**src/hdl/hci_pkg.sv**
```systemverilog
// **********************************************************************
// Shared widths, CSR addresses and field layout of the PIO queue block
// **********************************************************************
`default_nettype none

package hci_pkg;

  localparam int unsigned CsrAddrWidth = 12;
  localparam int unsigned CsrDataWidth = 32;
  localparam int unsigned CmdWidth     = 64;  // Two COMMAND_PORT dwords
  localparam int unsigned ThldWidth    = 8;

  // Register map
  localparam logic [CsrAddrWidth-1:0] AddrResetControl  = 12'h010;
  localparam logic [CsrAddrWidth-1:0] AddrCommandPort   = 12'h080;
  localparam logic [CsrAddrWidth-1:0] AddrResponsePort  = 12'h084;
  localparam logic [CsrAddrWidth-1:0] AddrQueueThldCtrl = 12'h090;

  // RESET_CONTROL flush bits
  localparam int unsigned CmdRstBit  = 1;
  localparam int unsigned RespRstBit = 2;

  // QUEUE_THLD_CTRL fields
  localparam int unsigned CmdThldLsb  = 0;  // Command empty space
  localparam int unsigned RespThldLsb = 8;  // Response fill level

  localparam logic [ThldWidth-1:0] CmdThldReset  = 8'd1;
  localparam logic [ThldWidth-1:0] RespThldReset = 8'd1;

endpackage : hci_pkg

`default_nettype wire

```
**src/hdl/queue_ctrl_if.sv**
```systemverilog
// **********************************************************************
// Flush strobes and thresholds from the register block to the queues
// **********************************************************************
`default_nettype none

interface queue_ctrl_if;
  import hci_pkg::*;

  logic                 cmd_flush;   // One-cycle flush pulses
  logic                 resp_flush;
  logic [ThldWidth-1:0] cmd_thld;
  logic [ThldWidth-1:0] resp_thld;

  modport regs (output cmd_flush, output resp_flush, output cmd_thld, output resp_thld);

  modport queue (input cmd_flush, input resp_flush, input cmd_thld, input resp_thld);

endinterface : queue_ctrl_if

`default_nettype wire

```
**src/hdl/hci_csr.sv**
```systemverilog
// **********************************************************************
// CSR decoder with RESET_CONTROL, QUEUE_THLD_CTRL and the PIO ports
// Requests are single-cycle strobes, acknowledged one cycle later
// **********************************************************************
`default_nettype none

module hci_csr (
  input  logic                             clk_i,
  input  logic                             rst_ni,
  input  logic                             req_i,
  input  logic                             req_is_wr_i,
  input  logic [hci_pkg::CsrAddrWidth-1:0] addr_i,
  input  logic [hci_pkg::CsrDataWidth-1:0] wr_data_i,
  input  logic                             drop_i,
  input  logic                             resp_valid_i,
  input  logic [hci_pkg::CsrDataWidth-1:0] resp_data_i,
  output logic                             rd_ack_o,
  output logic                             rd_err_o,
  output logic [hci_pkg::CsrDataWidth-1:0] rd_data_o,
  output logic                             wr_ack_o,
  output logic                             wr_err_o,
  output logic                             cmd_dword_wr_o,
  output logic [hci_pkg::CsrDataWidth-1:0] cmd_dword_o,
  output logic                             resp_pop_o,
  queue_ctrl_if.regs                       ctrl
);
  import hci_pkg::*;

  logic                    is_rd;
  logic                    is_wr;
  logic                    rst_ctrl_wr;
  logic                    thld_wr;
  logic                    cmd_rst_q;
  logic                    resp_rst_q;
  logic [ThldWidth-1:0]    cmd_thld_q;
  logic [ThldWidth-1:0]    resp_thld_q;
  logic [CsrDataWidth-1:0] thld_word;
  logic                    rd_err_d;
  logic                    wr_err_d;
  logic [CsrDataWidth-1:0] rd_data_d;
  logic                    rd_ack_q;
  logic                    rd_err_q;
  logic [CsrDataWidth-1:0] rd_data_q;
  logic                    wr_ack_q;
  logic                    wr_err_q;

  assign is_rd = req_i && !req_is_wr_i;
  assign is_wr = req_i && req_is_wr_i;

  assign rst_ctrl_wr = is_wr && (addr_i == AddrResetControl);
  assign thld_wr     = is_wr && (addr_i == AddrQueueThldCtrl);

  // Port strobes go out in the request cycle
  assign cmd_dword_wr_o = is_wr && (addr_i == AddrCommandPort);
  assign cmd_dword_o    = wr_data_i;
  assign resp_pop_o     = is_rd && (addr_i == AddrResponsePort);

  always_comb begin
    thld_word = '0;
    thld_word[CmdThldLsb +: ThldWidth]  = cmd_thld_q;
    thld_word[RespThldLsb +: ThldWidth] = resp_thld_q;
  end

  always_comb begin
    rd_err_d  = 1'b0;
    rd_data_d = '0;
    wr_err_d  = 1'b0;
    if (is_rd) begin
      case (addr_i)
        AddrResetControl:  rd_data_d = '0;  // Flush bits self-clear
        AddrQueueThldCtrl: rd_data_d = thld_word;
        AddrResponsePort: begin
          if (resp_valid_i) begin
            rd_data_d = resp_data_i;
          end else begin
            rd_err_d = 1'b1;  // Empty response queue
          end
        end
        default:           rd_err_d = 1'b1;  // COMMAND_PORT or unmapped
      endcase
    end
    if (is_wr) begin
      case (addr_i)
        AddrResetControl,
        AddrQueueThldCtrl: wr_err_d = 1'b0;
        AddrCommandPort:   wr_err_d = drop_i;  // Pair lost on a full queue
        default:           wr_err_d = 1'b1;
      endcase
    end
  end

  always_ff @(posedge clk_i or negedge rst_ni) begin
    if (!rst_ni) begin
      cmd_rst_q   <= 1'b0;
      resp_rst_q  <= 1'b0;
      cmd_thld_q  <= CmdThldReset;
      resp_thld_q <= RespThldReset;
      rd_ack_q    <= 1'b0;
      rd_err_q    <= 1'b0;
      wr_ack_q    <= 1'b0;
      wr_err_q    <= 1'b0;
    end else begin
      cmd_rst_q  <= rst_ctrl_wr && wr_data_i[CmdRstBit];
      resp_rst_q <= rst_ctrl_wr && wr_data_i[RespRstBit];
      if (thld_wr) begin
        cmd_thld_q  <= wr_data_i[CmdThldLsb +: ThldWidth];
        resp_thld_q <= wr_data_i[RespThldLsb +: ThldWidth];
      end
      rd_ack_q <= is_rd;
      rd_err_q <= rd_err_d;
      wr_ack_q <= is_wr;
      wr_err_q <= wr_err_d;
    end
  end

  always_ff @(posedge clk_i) begin
    rd_data_q <= rd_data_d;
  end

  assign rd_ack_o  = rd_ack_q;
  assign rd_err_o  = rd_err_q;
  assign rd_data_o = rd_data_q;
  assign wr_ack_o  = wr_ack_q;
  assign wr_err_o  = wr_err_q;

  assign ctrl.cmd_flush  = cmd_rst_q;
  assign ctrl.resp_flush = resp_rst_q;
  assign ctrl.cmd_thld   = cmd_thld_q;
  assign ctrl.resp_thld  = resp_thld_q;

endmodule : hci_csr

`default_nettype wire

```
**src/hdl/cmd_dword_packer.sv**
```systemverilog
// **********************************************************************
// Packs two COMMAND_PORT dwords into one command for the command queue
// **********************************************************************
`default_nettype none

module cmd_dword_packer (
  input  logic                             clk_i,
  input  logic                             rst_ni,
  input  logic                             dword_wr_i,
  input  logic [hci_pkg::CsrDataWidth-1:0] dword_i,
  input  logic                             wready_i,
  output logic                             drop_o,
  output logic                             wvalid_o,
  output logic [hci_pkg::CmdWidth-1:0]     wdata_o,
  queue_ctrl_if.queue                      ctrl
);
  import hci_pkg::*;

  logic                    phase_q;  // Low dword held
  logic [CsrDataWidth-1:0] low_q;
  logic                    second;

  assign second = dword_wr_i && phase_q;

  assign wvalid_o = second;
  assign wdata_o  = {dword_i, low_q};
  assign drop_o   = second && !wready_i;  // Pair lost without room

  always_ff @(posedge clk_i or negedge rst_ni) begin
    if (!rst_ni) begin
      phase_q <= 1'b0;
    end else if (ctrl.cmd_flush) begin
      phase_q <= 1'b0;  // Discard a half-filled pair
    end else if (dword_wr_i) begin
      phase_q <= !phase_q;
    end
  end

  always_ff @(posedge clk_i) begin
    if (dword_wr_i && !phase_q) begin
      low_q <= dword_i;
    end
  end

endmodule : cmd_dword_packer

`default_nettype wire

```
**src/hdl/pio_queue.sv**
```systemverilog
// **********************************************************************
// Circular FIFO with flush and a free or used entry threshold trigger
// **********************************************************************
`default_nettype none

module pio_queue #(
  parameter int unsigned Depth     = 4,
  parameter int unsigned Width     = 32,
  parameter bit          CountFree = 1'b0  // Trigger on free entries
) (
  input  logic                          clk_i,
  input  logic                          rst_ni,
  input  logic                          flush_i,
  input  logic [hci_pkg::ThldWidth-1:0] thld_i,
  input  logic                          wvalid_i,
  output logic                          wready_o,
  input  logic [Width-1:0]              wdata_i,
  output logic                          rvalid_o,
  input  logic                          rready_i,
  output logic [Width-1:0]              rdata_o,
  output logic                          full_o,
  output logic                          empty_o,
  output logic                          thld_trig_o
);
  localparam int unsigned PtrWidth = (Depth > 1) ? $clog2(Depth) : 1;
  localparam int unsigned CntWidth = $clog2(Depth + 1);
  localparam logic [PtrWidth-1:0] LastPtr = PtrWidth'(Depth - 1);

  logic [Width-1:0]    mem_q [Depth];
  logic [PtrWidth-1:0] wptr_q;
  logic [PtrWidth-1:0] rptr_q;
  logic [CntWidth-1:0] count_q;
  logic [CntWidth-1:0] level;
  logic                push;
  logic                pop;

  assign full_o   = (count_q == CntWidth'(Depth));
  assign empty_o  = (count_q == '0);
  assign wready_o = !full_o;
  assign rvalid_o = !empty_o;
  assign rdata_o  = mem_q[rptr_q];

  assign push = wvalid_i && wready_o;
  assign pop  = rvalid_o && rready_i;

  // Free space or fill level
  assign level = CountFree ? CntWidth'(Depth) - count_q : count_q;
  assign thld_trig_o = (32'(level) >= 32'(thld_i)) && (CountFree || !empty_o);

  always_ff @(posedge clk_i or negedge rst_ni) begin
    if (!rst_ni) begin
      wptr_q  <= '0;
      rptr_q  <= '0;
      count_q <= '0;
    end else if (flush_i) begin
      wptr_q  <= '0;
      rptr_q  <= '0;
      count_q <= '0;
    end else begin
      if (push) begin
        wptr_q <= (wptr_q == LastPtr) ? '0 : wptr_q + 1'b1;
      end
      if (pop) begin
        rptr_q <= (rptr_q == LastPtr) ? '0 : rptr_q + 1'b1;
      end
      if (push && !pop) begin
        count_q <= count_q + 1'b1;
      end else if (pop && !push) begin
        count_q <= count_q - 1'b1;
      end
    end
  end

  always_ff @(posedge clk_i) begin
    if (push) begin
      mem_q[wptr_q] <= wdata_i;
    end
  end

endmodule : pio_queue

`default_nettype wire

```
**src/hdl/hci_top.sv**
```systemverilog
// **********************************************************************
// PIO queue block top with CSR decoder, command packer and both FIFOs
// **********************************************************************
`default_nettype none

module hci_top #(
  parameter int unsigned CmdDepth  = 4,
  parameter int unsigned RespDepth = 4
) (
  input  logic                             clk_i,
  input  logic                             rst_ni,
  // CSR request port
  input  logic                             req_i,
  input  logic                             req_is_wr_i,
  input  logic [hci_pkg::CsrAddrWidth-1:0] addr_i,
  input  logic [hci_pkg::CsrDataWidth-1:0] wr_data_i,
  output logic                             rd_ack_o,
  output logic                             rd_err_o,
  output logic [hci_pkg::CsrDataWidth-1:0] rd_data_o,
  output logic                             wr_ack_o,
  output logic                             wr_err_o,
  // Command stream to the controller
  output logic                             cmd_rvalid_o,
  input  logic                             cmd_rready_i,
  output logic [hci_pkg::CmdWidth-1:0]     cmd_rdata_o,
  // Response stream from the controller
  input  logic                             resp_wvalid_i,
  output logic                             resp_wready_o,
  input  logic [hci_pkg::CsrDataWidth-1:0] resp_wdata_i,
  // Queue status
  output logic                             cmd_full_o,
  output logic                             cmd_empty_o,
  output logic                             cmd_thld_trig_o,
  output logic                             resp_full_o,
  output logic                             resp_empty_o,
  output logic                             resp_thld_trig_o
);
  import hci_pkg::*;

  logic                    drop;
  logic                    cmd_dword_wr;
  logic [CsrDataWidth-1:0] cmd_dword;
  logic                    resp_pop;
  logic                    resp_rvalid;
  logic [CsrDataWidth-1:0] resp_rdata;
  logic                    cmd_wvalid;
  logic                    cmd_wready;
  logic [CmdWidth-1:0]     cmd_wdata;

  queue_ctrl_if ctrl_if ();

  hci_csr csr_i (
    .clk_i, .rst_ni,
    .req_i, .req_is_wr_i, .addr_i, .wr_data_i,
    .drop_i         (drop),
    .resp_valid_i   (resp_rvalid),
    .resp_data_i    (resp_rdata),
    .rd_ack_o, .rd_err_o, .rd_data_o, .wr_ack_o, .wr_err_o,
    .cmd_dword_wr_o (cmd_dword_wr),
    .cmd_dword_o    (cmd_dword),
    .resp_pop_o     (resp_pop),
    .ctrl           (ctrl_if.regs)
  );

  cmd_dword_packer packer_i (
    .clk_i, .rst_ni,
    .dword_wr_i (cmd_dword_wr),
    .dword_i    (cmd_dword),
    .wready_i   (cmd_wready),
    .drop_o     (drop),
    .wvalid_o   (cmd_wvalid),
    .wdata_o    (cmd_wdata),
    .ctrl       (ctrl_if.queue)
  );

  pio_queue #(.Depth(CmdDepth), .Width(CmdWidth), .CountFree(1'b1)) cmd_queue (
    .clk_i, .rst_ni,
    .flush_i     (ctrl_if.cmd_flush),
    .thld_i      (ctrl_if.cmd_thld),
    .wvalid_i    (cmd_wvalid),
    .wready_o    (cmd_wready),
    .wdata_i     (cmd_wdata),
    .rvalid_o    (cmd_rvalid_o),
    .rready_i    (cmd_rready_i),
    .rdata_o     (cmd_rdata_o),
    .full_o      (cmd_full_o),
    .empty_o     (cmd_empty_o),
    .thld_trig_o (cmd_thld_trig_o)
  );

  pio_queue #(.Depth(RespDepth), .Width(CsrDataWidth), .CountFree(1'b0)) resp_queue (
    .clk_i, .rst_ni,
    .flush_i     (ctrl_if.resp_flush),
    .thld_i      (ctrl_if.resp_thld),
    .wvalid_i    (resp_wvalid_i),
    .wready_o    (resp_wready_o),
    .wdata_i     (resp_wdata_i),
    .rvalid_o    (resp_rvalid),
    .rready_i    (resp_pop),  // Popped by RESPONSE_PORT reads
    .rdata_o     (resp_rdata),
    .full_o      (resp_full_o),
    .empty_o     (resp_empty_o),
    .thld_trig_o (resp_thld_trig_o)
  );

endmodule : hci_top

`default_nettype wire

```
**config.mk**
```make
export PLATFORM = sky130hd
export DESIGN_NAME = hci_top
export DESIGN_NICKNAME = d
export VERILOG_FILES = /design/src/hdl/hci_pkg.sv /design/src/hdl/queue_ctrl_if.sv /design/src/hdl/hci_csr.sv /design/src/hdl/cmd_dword_packer.sv /design/src/hdl/pio_queue.sv /design/src/hdl/hci_top.sv
export SDC_FILE = /design/constraint.sdc
export NUM_CORES = 1
export LEC_CHECK = 0
export BUFFER_PORTS_ARGS = -buffer_cell sky130_fd_sc_hd__buf_2
export CORE_MARGIN = 2
export CORE_UTILIZATION = 40
export CTS_CLUSTER_SIZE = 24
export DETAILED_ROUTE_END_ITERATION = 8
export PLACE_DENSITY_LB_ADDON = 0.08
export SLEW_MARGIN = 10
export SYNTH_ARGS = -nofsm -noshare
export SYNTH_HDL_FRONTEND = slang
export SYNTH_SLANG_ARGS = --single-unit
```
**constraint.sdc**
```tcl
create_clock -name clk_i -period 7.61 [get_ports clk_i]
set_clock_uncertainty 0.1 [all_clocks]
set_input_delay 0.761 -clock clk_i [delete_from_list [all_inputs] [get_ports clk_i]]
set_output_delay 0.761 -clock clk_i [all_outputs]
set_load 0.02 [all_outputs]
```
# Word-level counts from Yosys, hierarchy flattened
# Memories as Yosys holds them, arrays and structs flattened.
# Index checks and enable logic that the tools add are counted.
dict set report totals {
  register_bits 101
  ramBits 384
  in_bits 82
  out_inout_bits 108
  word_cells 111
  memories 2
}
# name depth word_bits read_ports rd_clocked_by_memory_dff write_ports line_no
set mem_list {}
lappend mem_list {cmd_queue.mem_q 4 64 1 0 1 pio_queue.sv:29} ;# logic [Width-1:0] mem_q [Depth];
lappend mem_list {resp_queue.mem_q 4 32 1 0 1 pio_queue.sv:29}
dict set report op_classes {
  addsub 9
  magnitude_cmp 2
  n_eq_ne 10
  n_mux 31
  n_reduce_logical 40
}
# op n
set op_table {}
lappend op_table {{$pmux 32 s2} 1}
lappend op_table {{$eq 12x8->1 const B} 3}
lappend op_table {{$mux 32} 1}
lappend op_table {{$mux 2} 12}
lappend op_table {{$logic_and 1x1->1} 20}
lappend op_table {{$mux 3} 6}
lappend op_table {{$ge 3x8->1} 2}
lappend op_table {{$eq 12x5->1 const B} 1}
lappend op_table {{$logic_not 1->1} 10}
lappend op_table {{$reduce_bool 2->1} 5}
lappend op_table {{$mux 1} 9}
lappend op_table {{$add 2x1->2 const B} 4}
lappend op_table {{$eq 2x2->1 const B} 4}
lappend op_table {{$add 3x1->3 const B} 2}
lappend op_table {{$eq 3x3->1 const B} 2}
lappend op_table {{$logic_not 3->1} 2}
lappend op_table {{$reduce_bool 3->1} 2}
lappend op_table {{$sub 3x1->3 const B} 2}
lappend op_table {{$pmux 1 s2} 2}
lappend op_table {{$sub 3x3->3 const A} 1}
lappend op_table {{$reduce_or 2->1} 1}

# Logic depth before layout (Yosys ltp)
dict set report depth {
  word_depth 9
  ltp_mapped 10
  depth_no_buf 9
}

# Cells and area by module
# Synthesis repeated with hierarchy kept, for this count alone.
dict set report hier_totals {
  cells_unflattened 928
  hier_area_um2 18616.6
}
# mod n_inst cells_each area_per_inst_um2 seq_area_each_um2
set by_module_without_submodules {}
lappend by_module_without_submodules {{pio_queue (cmd_queue)} 1 401 9826.9 7862.5}
lappend by_module_without_submodules {{pio_queue (resp_queue)} 1 241 5236.3 4018.9}
lappend by_module_without_submodules {hci_csr 1 216 2283.4 1193.6}
lappend by_module_without_submodules {cmd_dword_packer 1 70 1270.0 985.9}

# Least setup slack after synthesis
# Ideal clock, no wire load.
dict set report synth_path {
  path_type {input to register}
  from {input port addr_i[5] in the netlist's numbering}
  to {register packer_i.low_q[0], enable pin}
  setup_ps 513
  t_arrival_ps 4822
  required_ps 6997
  setup_slack_ps 2175
  cell_stages 4
  path_buffers 1
  path_cell_list {nor4_4 > nand4b_2 > buf_6 > nor4b_1}
}
dict set report synth_via {
  elab_chain_len 3
}
# element line_no
set synth_lines {}
lappend synth_lines {{from (decl)} hci_top.sv:15} ;# input logic [hci_pkg::CsrAddrWidth-1:0] addr_i,
lappend synth_lines {{$eq 12x8->1} hci_csr.sv:54} ;# assign cmd_dword_wr_o = is_wr && (addr_i == AddrCommandPort);
lappend synth_lines {{$logic_and 1x1->1} hci_csr.sv:54}
lappend synth_lines {{$logic_and 1x1->1} cmd_dword_packer.sv:40} ;# if (dword_wr_i && !phase_q) begin
lappend synth_lines {{to (signal assigned)} cmd_dword_packer.sv:41} ;# low_q <= dword_i;
lappend synth_lines {{to (decl)} cmd_dword_packer.sv:20} ;# logic [CsrDataWidth-1:0] low_q;
# No other way between the ends.
# A chain may end at the register's enable or synchronous reset.

# Worst setup path in the final report
dict set report layout_path {
  from {register cmd_queue.rptr_q[0]}
  to {output port cmd_rdata_o[0] in the netlist's numbering}
}
dict set report layout_via {
  elab_chain_len 1
}
# element line_no
set layout_lines {}
lappend layout_lines {{from (decl)} pio_queue.sv:31} ;# logic [PtrWidth-1:0] rptr_q;
lappend layout_lines {{from (signal assigned)} pio_queue.sv:64} ;# rptr_q <= (rptr_q == LastPtr) ? '0 : rptr_q + 1'b1;
lappend layout_lines {{$mem_v2 4x64} --}
lappend layout_lines {{to (decl)} hci_top.sv:25} ;# output logic [hci_pkg::CmdWidth-1:0] cmd_rdata_o,
# No other way between the ends.

==> summary.txt <==
Synth
  – Top post-synthesis cells by count: edfxtp_1 (416), mux4_2 (96), dfrtp_1 (35)
  – Synth top area share: between 60% and 70%
  – Synth Area per Inst: roughly 22 um2
  – Dominant cells by area after synthesis: edfxtp_1 (70%), mux4_2 (12%), dfrtp_1 (4.9%)
  – Post-synth ARST share: under 10%
  – Register area share after synthesis: 78.2%
  – Netlist Area Pre-Place: approximately 18000 um2
  – Distinct cells, synth: 56
  – Synth Net Count: 936
  – Largest area contributor in the synthesized netlist: edfxtp_1
  – YS warnings: 0
  – Count leader, synth: edfxtp_1
  – Synth Instances: about 830
  – Number of synthesized flops with an enable pin: 416
  – Top FF cell, synth: edfxtp_1
  – Register bit total from synthesis: 485

Finish
  – Area growth from synthesis to layout: 17.8%
  – Final nets: 1146
  – Share of layout cells above drive strength 1: 36.8%
  – Fill cells: 3731

Setup path
  – CP startpoint kind: register
  – R2R Path Start: cmd_queue.count_q[0]
  – Crit path kind: reg -> out
  – Crit Reg-Reg Endpoint: cmd_queue.mem_q[2][37]
  – Worst EP required: 6.75 ns
  – Flop-to-flop setup slack: 4.61 ns
  – Worst Reg-to-Reg Cells: 6
  – Top fanout value on the critical path: 41
  – Crit path capture type: output port
  – Worst endpoint data arrival time: 2.99 ns
  – CP startpoint: cmd_queue.rptr_q[0]

Global routing
  – Vias in the first global route: about 9000
  – GRT Total Usage: around 16%
  – Wire length of the first global-routing pass: approximately 54 mm
  – Largest net degree at the start of global routing: 67
  – Antenna violations before repair: 2
  – GRT overflow: 0

Clock tree
  – Clk pin slew, worst setup/hold paths: about 0.060 ns
  – Sink Count: just under 500
  – Postcts setup bufs: 0
  – CTS resizes: 0
  – CTS tree: yes
  – Hold buffers post-CTS: 0
  – Num CTS Buffers: 50
  – Max H-tree Level: 2
  – Root buffer cell: clkbuf_16
  – Clk buf depth: 3
  – Clk_lat worst skew: roughly 0.58 ns

Route
  – Via/cell ratio: 5.00
  – Via count: around 8400
  – Detailed Route Iter0 Violations: 447
  – WL/cell: about 21 um
  – 1st-pass router iterations: 5
  – Routed WL: between 30 and 40 mm
  – DRT antenna net count: 0
  – Number of remaining DRC errors: 0

Run
  – Max cap viols: 0

Floorplan
  – Die area: about 47000 um2
  – Number of cell rows: 77
  – Initial Utilization: 40.6%
  – Core area: around 44000 um2
  – I/O Pins: 190
  – Die height: roughly 220 um
  – Die width: ~220 um

Placement
  – Hpwl dp: 20.9 mm
  – Gp weighted congestion: about 0.7
  – Port bufs: 189
  – Setup WS pre-CTS: between 4 and 5 ns

Timing
  – Final setup viols: 0
  – Final Hold Vio Count: 0
  – Final count of pins violating max slew: 0
  – Fin crit share: around half
  – Final worst-path setup slack: approximately 3.8 ns
  – Min Clock Period, post-route: about 3.8 ns
  – Slew headroom: 30.8%
  – Least-Margin Pin Slew: about 1.0 ns
  – Sum of negative setup slack: 0 ns
  – Fmax: 260 MHz
  – Unrepaired setup endpoints after global routing: false

Power and ir drop
  – Leakage power: 0.00742 uW
  – PD cells: about 320 nW/um2
  – VDD IR max: roughly 0.0002 V

Min path
  – Worst min path class: in -> async

Status
  – Status: completed
-- worst max path at each step --
stage / to / slack (ns) / cells past startpoint
2_1_floorplan: packer_i.low_q[0] / 2.17 / 4
3_5_place_dp: cmd_queue.mem_q[2][50] / 4.12 / 5
5_1_grt: cmd_rdata_o[3] / 3.48 / 3
4_1_cts: cmd_rdata_o[0] / 3.57 / 3
6_report: cmd_rdata_o[0] / 3.76 / 3
3_3_place_gp: resp_queue.count_q[2] / 4.13 / 8
-- power by group --
group          switching, uW  internal [uW]  total [uW]
combinational            691            547        1240
sequential               162           3060        3220
clock                    988           1430        2420
total                   1840           5030        6870
-- per-stage QoR --
| stage | area (um2) | hold slack, ns | utilization (%) | instances | power [uW] |
|---|---|---|---|---|---|
| after floorplan | 18000 | 0.359 | - | 833 | 4100 |
| after global placement | 19500 | 0.375 | 44.1 | 1583 | 4550 |
| after detailed placement | 19500 | 0.385 | 44.1 | 1583 | 4560 |
| after CTS | 21200 | 0.229 | 47.8 | 1676 | 7000 |
| after global routing | 21200 | 0.267 | 47.8 | 1676 | 7190 |
| final | 21200 | 0.216 | 47.8 | 1677 | 6870 |
-- critical path, cell delays in order, from the launching register on --
cell and delay, ns:
dfrtp_4 0.78, buf_4 0.76, mux4_2 0.64, buf_2 0.19
-- routing by layer --
layer | global-route usage, % | vias up | share of wire (%)
met4 | 5.59 | 2 | 2.6
met1 | 19.1 | 4317 | 41
met2 | 26.4 | 194 | 51
met3 | 4.13 | 61 | 5.9
met5 | 0 | - | 0.045
li1 | - | 3804 | -
-- layout make-up --
type	count	area (um2)	area share, %
Tap cell	592	741	3.50
Inverter	18	67.6	0.319
Multi-Input combinational cell	294	3670	17.3
Clock inverter	28	282	1.33
Timing Repair Buffer	194	983	4.64
Clock buffer	65	1360	6.42
Sequential cell	485	14100	66.4
Antenna cell	1	2.50	0.0118
-- cell usage in the layout, fill, tap and decap left out, drive strengths merged, types with 9 or more instances in the layout --
cell / instances
edfxtp: 416
buf: 194
mux4: 96
clkbuf: 65
dfrtp: 35
dfxtp: 32
nor2: 32
clkinv: 22
and3: 21
ha: 19
inv: 18
nand2: 17
a22oi: 16
nor3: 14
mux2: 12
a21oi: 9
-- sequential cells by signal (all words and copies together), names as in the netlist --
name and flops:
csr_i.wr_err_o 1, cmd_queue.mem_q 256, resp_queue.rptr_q 2, resp_queue.wptr_q 2
csr_i.ctrl.cmd_thld 8, csr_i.ctrl.resp_thld 8, packer_i.phase_q 1, csr_i.rd_ack_o 1
cmd_queue.count_q 3, csr_i.rd_data_o 32, packer_i.low_q 32, cmd_queue.wptr_q 2
csr_i.ctrl.resp_flush 1, cmd_queue.rptr_q 2, csr_i.ctrl.cmd_flush 1, csr_i.wr_ack_o 1
resp_queue.count_q 3, resp_queue.mem_q 128, csr_i.rd_err_o 1
-- logic make-up after synthesis --
| family | after synthesis | share of synthesized area (%) |
|---|---|---|
| flip-flops | 485 | 78.2 |
| AND/OR/NAND/NOR | 118 | 4.03 |
| adder cells (fa/ha/maj) | 21 | 1.55 |
| AO/OA/AOI/OAI | 39 | 1.42 |
| XOR/XNOR | 5 | 0.397 |
| multiplexers | 111 | 12.9 |
| buffers and inverters | 54 | 1.42 |
Power figures use the tool's default switching activity.
